### src/attn_cfg.svh
/*
 * Attention score path configuration
 * Widths, lengths and scaling shared by every stage
 */
`ifndef ATTN_CFG_SVH
`define ATTN_CFG_SVH

// Input vectors
`define ATTN_ELEM_W      8
`define ATTN_DIM         4
`define ATTN_SEQ_LEN     8
`define ATTN_IDX_W       3

// Dot product and scaled score
`define ATTN_ACC_W       18
`define ATTN_SCORE_W     16
`define ATTN_SCORE_SHIFT 2

// Softmax terms, probability is Q1.15
`define ATTN_EXP_W       16
`define ATTN_PROB_W      16
`define ATTN_PROB_FRAC   15
`define ATTN_SUM_W       19

// Restoring divider, dividend width and step counter
`define ATTN_DIV_W       32
`define ATTN_DIV_CNT_W   6

`endif

### src/attn_pkg.sv
/*
 * Attention score path types
 * Element, score and probability words, port payloads and softmax states
 */
`default_nettype none
`include "attn_cfg.svh"

package attn_pkg;

    typedef logic signed [`ATTN_ELEM_W-1:0]  elem_t;
    typedef elem_t [`ATTN_DIM-1:0]           vec_t;
    typedef logic signed [`ATTN_SCORE_W-1:0] score_t;
    typedef logic [`ATTN_EXP_W-1:0]          exp_t;
    typedef logic [`ATTN_SUM_W-1:0]          sum_t;
    typedef logic [`ATTN_PROB_W-1:0]         prob_t;
    typedef logic [`ATTN_IDX_W-1:0]          idx_t;

    // One input transaction, q repeated with each key
    typedef struct packed {
        vec_t q;
        vec_t k;
    } qk_beat_t;

    // One output transaction
    typedef struct packed {
        prob_t p;
        idx_t  idx;
        logic  last;
    } prob_beat_t;

    typedef score_t [`ATTN_SEQ_LEN-1:0] score_row_t;

    typedef enum logic [2:0] {
        IDLE,
        MAX,
        EXP,
        DIV,
        SEND
    } smax_state_t;

endpackage

`default_nettype wire

### src/score_matmul.sv
/*
 * Score stage: four-phase key input, q.k dot product and arithmetic scaling shift
 */
`default_nettype none
`include "attn_cfg.svh"

module score_matmul (
    input  logic               clk,
    input  logic               rst_n,
    input  attn_pkg::qk_beat_t in_beat,
    input  logic               in_req,
    output logic               in_ack,
    input  logic               buf_full,
    output attn_pkg::score_t   score,
    output logic               score_valid
);
    import attn_pkg::*;

    qk_beat_t beat_q;
    logic     beat_valid;
    logic     prod_valid;
    logic     busy;
    logic     take;

    logic signed [2*`ATTN_ELEM_W-1:0] prod_q [`ATTN_DIM];
    logic signed [`ATTN_ACC_W-1:0]    acc;

    // Single slot, so nothing new enters while a score is still in flight
    assign busy = beat_valid | prod_valid | score_valid;
    assign take = in_req & ~in_ack & ~buf_full & ~busy;

    // Four-phase ack
    always_ff @(posedge clk) begin
        if (!rst_n) begin
            in_ack <= 1'b0;
        end else if (take) begin
            in_ack <= 1'b1;
        end else if (in_ack && !in_req) begin
            // Host has dropped req, close the transaction
            in_ack <= 1'b0;
        end
    end

    always_ff @(posedge clk) begin
        if (take) begin
            beat_q <= in_beat;
        end
    end

    // Valid follows the data through capture, multiply and sum
    always_ff @(posedge clk) begin
        if (!rst_n) begin
            beat_valid  <= 1'b0;
            prod_valid  <= 1'b0;
            score_valid <= 1'b0;
        end else begin
            beat_valid  <= take;
            prod_valid  <= beat_valid;
            score_valid <= prod_valid;
        end
    end

    // Element products
    always_ff @(posedge clk) begin
        if (beat_valid) begin
            for (int i = 0; i < `ATTN_DIM; i++) begin
                prod_q[i] <= $signed(beat_q.q[i]) * $signed(beat_q.k[i]);
            end
        end
    end

    always_comb begin
        acc = '0;
        for (int i = 0; i < `ATTN_DIM; i++) begin
            acc = acc + prod_q[i];
        end
    end

    // Arithmetic shift floors toward minus infinity
    always_ff @(posedge clk) begin
        if (prod_valid) begin
            score <= score_t'(acc >>> `ATTN_SCORE_SHIFT);
        end
    end

    ack_needs_req: assert property (
        @(posedge clk) disable iff (!rst_n)
        $rose(in_ack) |-> $past(in_req)
    ) else $error("in_ack rose while in_req was low");

endmodule

`default_nettype wire

### src/row_buffer.sv
/*
 * Row buffer: gathers SEQ_LEN scores in arrival order into one softmax row
 */
`default_nettype none
`include "attn_cfg.svh"

module row_buffer (
    input  logic                 clk,
    input  logic                 rst_n,
    input  attn_pkg::score_t     score,
    input  logic                 score_valid,
    output logic                 buf_full,
    output attn_pkg::score_row_t row,
    output logic                 row_valid,
    input  logic                 row_take
);
    import attn_pkg::*;

    idx_t wr_idx;
    logic full_q;
    logic wr_en;

    assign wr_en     = score_valid & ~full_q;
    assign buf_full  = full_q;
    assign row_valid = full_q;

    // Write pointer and row complete flag
    always_ff @(posedge clk) begin
        if (!rst_n) begin
            wr_idx <= '0;
            full_q <= 1'b0;
        end else if (full_q) begin
            if (row_take) begin
                full_q <= 1'b0;
            end
        end else if (wr_en) begin
            // Wraps back to slot 0 for the next row
            wr_idx <= wr_idx + 1'b1;
            if (wr_idx == idx_t'(`ATTN_SEQ_LEN - 1)) begin
                full_q <= 1'b1;
            end
        end
    end

    always_ff @(posedge clk) begin
        if (wr_en) begin
            row[wr_idx] <= score;
        end
    end

    // Upstream must hold off once the row is complete
    no_write_when_full: assert property (
        @(posedge clk) disable iff (!rst_n)
        score_valid |-> !buf_full
    ) else $error("score_valid arrived while the row buffer was full");

endmodule

`default_nettype wire

### src/softmax_row.sv
/*
 * Row softmax: base-2 exponent terms, restoring divide per element,
 * probabilities out through a four-phase port
 */
`default_nettype none
`include "attn_cfg.svh"

module softmax_row (
    input  logic                 clk,
    input  logic                 rst_n,
    input  attn_pkg::score_row_t row,
    input  logic                 row_valid,
    output logic                 row_take,
    output attn_pkg::prob_beat_t out_beat,
    output logic                 out_req,
    input  logic                 out_ack
);
    import attn_pkg::*;

    smax_state_t state;
    idx_t        idx;
    logic [`ATTN_DIV_CNT_W-1:0] cnt;
    logic        last_elem;

    score_row_t  row_q;
    score_t      max_q;
    exp_t        e_q [`ATTN_SEQ_LEN];
    sum_t        sum_q;
    logic [`ATTN_SUM_W-1:0] rem_q;
    logic [`ATTN_DIV_W-1:0] quo_q;

    score_t      cur;
    logic signed [`ATTN_SCORE_W:0] diff;
    exp_t        e_next;
    logic [`ATTN_SUM_W:0] rem_sh;
    logic [`ATTN_SUM_W:0] rem_diff;
    logic        rem_ge;

    assign last_elem = (idx == idx_t'(`ATTN_SEQ_LEN - 1));

    always_comb begin
        cur  = row_q[idx];
        diff = max_q - cur;
        // 2^15 >> d, vanishes once d reaches 16
        if (diff >= (`ATTN_PROB_FRAC + 1)) begin
            e_next = '0;
        end else begin
            e_next = (exp_t'(1) << `ATTN_PROB_FRAC) >> diff[3:0];
        end
    end

    // One restoring divide step
    assign rem_sh   = {rem_q, quo_q[`ATTN_DIV_W-1]};
    assign rem_diff = rem_sh - {1'b0, sum_q};
    assign rem_ge   = (rem_sh >= {1'b0, sum_q});

    always_ff @(posedge clk) begin
        if (!rst_n) begin
            state    <= IDLE;
            idx      <= '0;
            cnt      <= '0;
            row_take <= 1'b0;
            out_req  <= 1'b0;
        end else begin
            row_take <= 1'b0;
            case (state)
                IDLE: begin
                    if (row_valid) begin
                        row_q    <= row;
                        row_take <= 1'b1;
                        idx      <= '0;
                        state    <= MAX;
                    end
                end
                MAX: begin
                    if (idx == '0 || cur > max_q) begin
                        max_q <= cur;
                    end
                    idx <= idx + 1'b1;
                    if (last_elem) begin
                        state <= EXP;
                    end
                end
                EXP: begin
                    e_q[idx] <= e_next;
                    sum_q    <= (idx == '0) ? sum_t'(e_next) : sum_q + e_next;
                    idx      <= idx + 1'b1;
                    if (last_elem) begin
                        cnt   <= '0;
                        state <= DIV;
                    end
                end
                DIV: begin
                    cnt <= cnt + 1'b1;
                    if (cnt == '0) begin
                        // Dividend is e_j scaled by 2^15
                        rem_q <= '0;
                        quo_q <= {{(`ATTN_DIV_W - `ATTN_EXP_W - `ATTN_PROB_FRAC){1'b0}},
                                  e_q[idx], {`ATTN_PROB_FRAC{1'b0}}};
                    end else if (cnt == (`ATTN_DIV_W + 1)) begin
                        out_beat.p    <= quo_q[`ATTN_PROB_W-1:0];
                        out_beat.idx  <= idx;
                        out_beat.last <= last_elem;
                        out_req       <= 1'b1;
                        state         <= SEND;
                    end else begin
                        rem_q <= rem_ge ? rem_diff[`ATTN_SUM_W-1:0] : rem_sh[`ATTN_SUM_W-1:0];
                        quo_q <= {quo_q[`ATTN_DIV_W-2:0], rem_ge};
                    end
                end
                SEND: begin
                    if (out_req && out_ack) begin
                        out_req <= 1'b0;
                    end else if (!out_req && !out_ack) begin
                        // Handshake closed, move on
                        cnt   <= '0;
                        idx   <= idx + 1'b1;
                        state <= last_elem ? IDLE : DIV;
                    end
                end
                default: begin
                    state <= IDLE;
                end
            endcase
        end
    end

    beat_held: assert property (
        @(posedge clk) disable iff (!rst_n)
        out_req && $past(out_req) |-> $stable(out_beat)
    ) else $error("out_beat changed while out_req was high");

endmodule

`default_nettype wire

### src/attention_head.sv
/*
 * Attention head score path: matmul with scaling, row buffer, row softmax
 */
`default_nettype none

module attention_head (
    input  logic                 clk,
    input  logic                 rst_n,
    input  attn_pkg::qk_beat_t   in_beat,
    input  logic                 in_req,
    output logic                 in_ack,
    output attn_pkg::prob_beat_t out_beat,
    input  logic                 out_ack,
    output logic                 out_req
);
    import attn_pkg::*;

    score_t     score;
    logic       score_valid;
    logic       buf_full;
    score_row_t row;
    logic       row_valid;
    logic       row_take;

    score_matmul matmul0 (
        .clk         (clk),
        .rst_n       (rst_n),
        .in_beat     (in_beat),
        .in_req      (in_req),
        .in_ack      (in_ack),
        .buf_full    (buf_full),
        .score       (score),
        .score_valid (score_valid)
    );

    row_buffer rowbuf0 (
        .clk         (clk),
        .rst_n       (rst_n),
        .score       (score),
        .score_valid (score_valid),
        .buf_full    (buf_full),
        .row         (row),
        .row_valid   (row_valid),
        .row_take    (row_take)
    );

    softmax_row smax0 (
        .clk       (clk),
        .rst_n     (rst_n),
        .row       (row),
        .row_valid (row_valid),
        .row_take  (row_take),
        .out_beat  (out_beat),
        .out_req   (out_req),
        .out_ack   (out_ack)
    );

endmodule

`default_nettype wire

### config.mk
export PLATFORM = sky130hd
export DESIGN_NAME = attention_head
export DESIGN_NICKNAME = d
export VERILOG_FILES = /design/src/attn_pkg.sv /design/src/score_matmul.sv /design/src/row_buffer.sv /design/src/softmax_row.sv /design/src/attention_head.sv
export VERILOG_INCLUDE_DIRS = /design/src
export SDC_FILE = /design/constraint.sdc
export NUM_CORES = 1
export LEC_CHECK = 0
export BUFFER_PORTS_ARGS = -buffer_cell sky130_fd_sc_hd__buf_2
export CAP_MARGIN = 10
export CORE_MARGIN = 2
export CORE_UTILIZATION = 55
export CTS_CLUSTER_DIAMETER = 80
export DETAILED_ROUTE_END_ITERATION = 6
export GPL_ROUTABILITY_DRIVEN = 1
export PLACE_DENSITY = 0.68
export RECOVER_POWER = 25
export SLEW_MARGIN = 15
export SYNTH_ARGS = -nofsm -noshare
export SYNTH_HDL_FRONTEND = slang
export SYNTH_SLANG_ARGS = --single-unit
### constraint.sdc
create_clock -name clk -period 12.6 [get_ports clk]
set_input_delay 2.52 -clock clk [delete_from_list [all_inputs] [get_ports clk]]
set_output_delay 2.52 -clock clk [all_outputs]
set_load 0.01 [all_outputs]
==> flow_metrics.py <==
metrics = {
    "timing": {
        "rsz0062_at_grt": "no",
        "skew_ns": 0.0458,
        "period_share_pct": 68.6,
        "fin_ws_ns": 3.95,
        "worst_pin_slew_ns": 3.53,
        "setup_viol": 0,
        "final_hold_viol_count": 0,
        "timing.final.max_slew_violations": 66,
        "max_clock_freq_ghz": 0.116,
        "period_needed_ns": 8.65,
        "slew_headroom_pct": -135,
        "fin_tns_setup_ns": 0,
    },
    "synth": {
        "synth_flop_cell": "edfxtp_1",
        "synthAdderAreaFrac_pct": 20.8,
        "synthArstFlopShare_pct": 0,
        "synth_fp_nets": 3167,
        "synth_xor_area_share_pct": 2.76,
        "yosysUniqueCellTypes": 70,
        "synth_area_um2": 36100,
        "synth_compound_area_share_pct": 6.12,
        "synthMuxAreaShare_pct": 2.64,
        "synth_edf_count": 634,
        "syn_avg_cell_area_um2": 13.6,
        "synth_top_family_by_area": "adder cells",
        "yosys_warnings": 0,
        "yosysSeqAreaShare_pct": 54.1,
        "synthCells": 2653,
        "synth-simple-area-share_pct": 9.70,
        "synth-seq-cells": 659,
    },
    "clock_tree": {
        "clk_pin_slew_ns": 0.06,
        "post-cts-setup-buffers": 0,
        "clockBufferDepth": 3,
        "cts_resized": 0,
        "htreeDepth": 3,
        "cts_sinks": 659,
        "clkLatencyLatePin_ns": 0.63,
        "cts_root_buffer": "clkbuf_16",
        "postCtsHoldBufs": 0,
        "cts_buffers": 72,
        "cts_tree": "built",
    },
    "drt": {
        "vias": 20700,
        "drtIter0Drc": 1583,
        "ant_nets": 0,
        "wire_per_inst_um": 19.4,
        "vias_per_cell": 5.61,
        "drt_drc_violations_left": 0,
        "dr.pass1.iters": 5,
        "wirelength_um": 71700,
    },
    "placement": {
        "dp_cells": 3566,
        "place_ws_ns": 3.80,
        "dpl_cell_area_um2": 37700,
        "port_buffers": 89,
        "gp_congestion": 0.877,
        "post-dp-hpwl_um": 50200,
    },
    "power_and_ir_drop": {
        "p_total_mw": 8.69,
        "leakagePower_nw": 15.4,
        "p_sw_mw": 3.02,
        "pwr-share-comb_pct": 41.7,
        "p_per_area_nw_per_um2": 216,
        "power_frac_seq_pct": 34.4,
        "switching_share_pct": 34.7,
        "ir_worst_vdd_uv": 252,
        "power.internal_mw": 5.67,
        "pwr-share-clk_pct": 23.9,
    },
    "global_routing": {
        "met2_usage_pct": 37.9,
        "grt_pass1_vias": 21800,
        "grt_pass1_wl_um": 116000,
        "grt_use_met3_pct": 3.38,
        "top_usage_layer": "met2",
        "antenna_found_initial": 1,
        "grt.total_usage_pct": 22.1,
        "met1_usage_pct": 28.9,
        "grt_max_degree": 67,
        "overflow": 0,
    },
    "floorplan": {
        "initial_core_util_pct": 55.8,
        "rows": 93,
        "die_w_um": 260,
        "die_h_um": 260,
        "dieArea_um2": 67800,
        "core_area_um2": 64700,
        "ios": 90,
    },
    "setup_path": {
        "ff2ff_path_depth": 26,
        "path_class": "reg -> reg",
        "cp.arrival_ns": 9.15,
        "cp-end-kind": "register",
        "critPathMaxFanout": 33,
        "required_ns": 13.11,
        "crit_path_start_kind": "register",
    },
    "finish": {
        "fin_area_um2": 40100,
        "drive_above_1_share_pct": 10.5,
        "final_cells": 3694,
        "fin_nets": 3299,
        "area_delta_synth_final_pct": 11.1,
        "nFillCells": 4938,
    },
    "min_path": {
        "hp-class": "reg -> reg",
        "min_path_cells": 0,
    },
    "run_status": {
        "violations": "capacitance limit, slew limit",
        "outcome": "finished with violations",
    },
    "flow_run": {
        "maxCapViolations": 1,
    },
}
==> power by group through the flow <==
stage | combinational (mW) | sequential (mW) | clock [mW]
after detailed placement | 3.64 | 3.04 | 0
after global placement | 3.54 | 3.03 | 0
after CTS | 3.68 | 2.99 | 2.12
final | 3.63 | 2.99 | 2.08
after global routing | 4.18 | 3.01 | 2.21
after floorplan | 2.85 | 2.95 | 0
==> critical path, stage by stage (launching register included) <==
cell and delay [ns]:
dfxtp_1 0.74, and3_1 0.83, a22oi_1 0.22, and4_1 0.28
ha_1 0.43, a21oi_1 0.23, o21ai_2 0.14, a41oi_1 0.47
o21bai_1 0.15, a21oi_1 0.21, mux2_2 0.37, nor4_2 0.32
a22oi_1 0.10, and4_1 0.21, buf_4 0.25, nor4_2 0.68
ha_1 0.38, nor2b_1 0.15, o21ai_0 0.25, a21oi_1 0.16
o41ai_1 0.55, o211ai_1 0.26, a41o_1 0.32, a21o_1 0.18
a21o_1 0.21, a311o_1 0.36, nand2_1 0.05
==> layer usage <==
metal / vias up / wire length, µm
met1: 10500 / 29800
met5: - / 0
li1: 9622 / -
met2: 523 / 36200
met3: 128 / 3760
met4: 0 / 2070
==> synthesized netlist by cell type (4+ instances only) <==
master    number  share of area (%)
a21boi_0      14               0.29
xor2_1        19               0.46
nand2b_1      50               0.87
a211oi_1       8               0.17
nor3_1        39               0.54
o22ai_1        6               0.10
or3_1          5              0.087
or2_2          5              0.087
nor4_1        15               0.26
nor2_1       114                1.2
buf_1          6              0.062
o41ai_1        4              0.097
nand4_1       14               0.24
nor2b_1       17               0.29
a21oi_1       77                1.1
dfxtp_1       25                1.4
buf_6          4               0.12
mux2i_1       21               0.58
mux4_2        32                2.0
and2_1       172                3.0
o21bai_1       4              0.083
nand3_1       27               0.37
o21ai_0       73                1.0
o32ai_1        9               0.22
edfxtp_1     634                 53
o21a_1        13               0.27
nand2_1      169                1.8
fa_1         256                 14
ha_1         190                6.6
xnor2_1       95                2.3
clkbuf_1      45               0.47
and4_1        17               0.41
a21o_1        25               0.52
inv_1        310                3.2
o31ai_1        4              0.083
a22oi_1       68                1.4
nand3b_1       6               0.12
and3_1         9               0.16
==> kinds of logic (layout without fill, tap and decap cells) <==
family / count (synthesis) / in the layout
AND/OR/NAND/NOR: 672 / 672
multiplexers: 55 / 55
flip-flops: 659 / 659
AO/OA/AOI/OAI: 337 / 337
other: 0 / 1
buffers and inverters: 370 / 555
adder cells (fa/ha/maj): 446 / 446
XOR/XNOR: 114 / 114
==> layout make-up <==
class                      instances  area (µm²)  area share, %
antenna                            1        2.50        0.00623
clock buffer                      88        1920           4.79
clock inverter                    39         430           1.07
inverter                         312        1170           2.92
multi-input combinational       1624       15400           38.3
sequential                       659       19500           48.7
tap                              855        1070           2.66
timing repair buffer             116         644           1.61
==> layout by cell type, fill, tap and decap left out, drive strengths merged, types with 8 or more instances in the layout <==
master,count
a211oi,8
a21boi,14
a21o,25
a21oi,77
a22oi,68
and2,172
and3,9
and4,17
buf,115
clkbuf,89
clkinv,28
dfxtp,25
edfxtp,634
fa,256
ha,190
inv,315
mux2i,21
mux4,32
nand2,169
nand2b,50
nand3,27
nand4,14
nor2,114
nor2b,17
nor3,39
nor4,17
o21a,13
o21ai,75
o32ai,9
xnor2,95
xor2,19
==> path summary, 6_finish.rpt <==
path	start	end	slack, ns
setup / recovery	smax0.idx[2]	smax0.sum_q[18]	3.95
hold / removal	rowbuf0.row[23]	smax0.row_q[23]	0.38
setup reg to reg	smax0.idx[2]	smax0.sum_q[18]	3.95
hold reg to reg	rowbuf0.row[23]	smax0.row_q[23]	0.38
==> flip-flops by register name, summed over array words and instances, names as in the netlist, 6 cells and up, named ones only <==
name and cells:
rowbuf0.row 128, smax0.e_q 128, smax0.row_q 128, matmul0.beat_q 64, matmul0.prod_q 64, smax0.quo_q 32, smax0.out_beat 20, smax0.rem_q 19
smax0.sum_q 19, matmul0.score 16, smax0.max_q 16, smax0.cnt 6
==> per-stage QoR <==
| stage | hold WS (ns) | util [%] |
|---|---|---|
| finish | 0.380 | 62.0 |
| global route | 0.374 | 62.0 |
| CTS | 0.374 | 62.0 |
| detailed placement | 0.405 | 58.3 |
| global placement | 0.401 | 58.3 |
| floorplan | 0.400 | - |
Power figures use the tool's default switching activity.
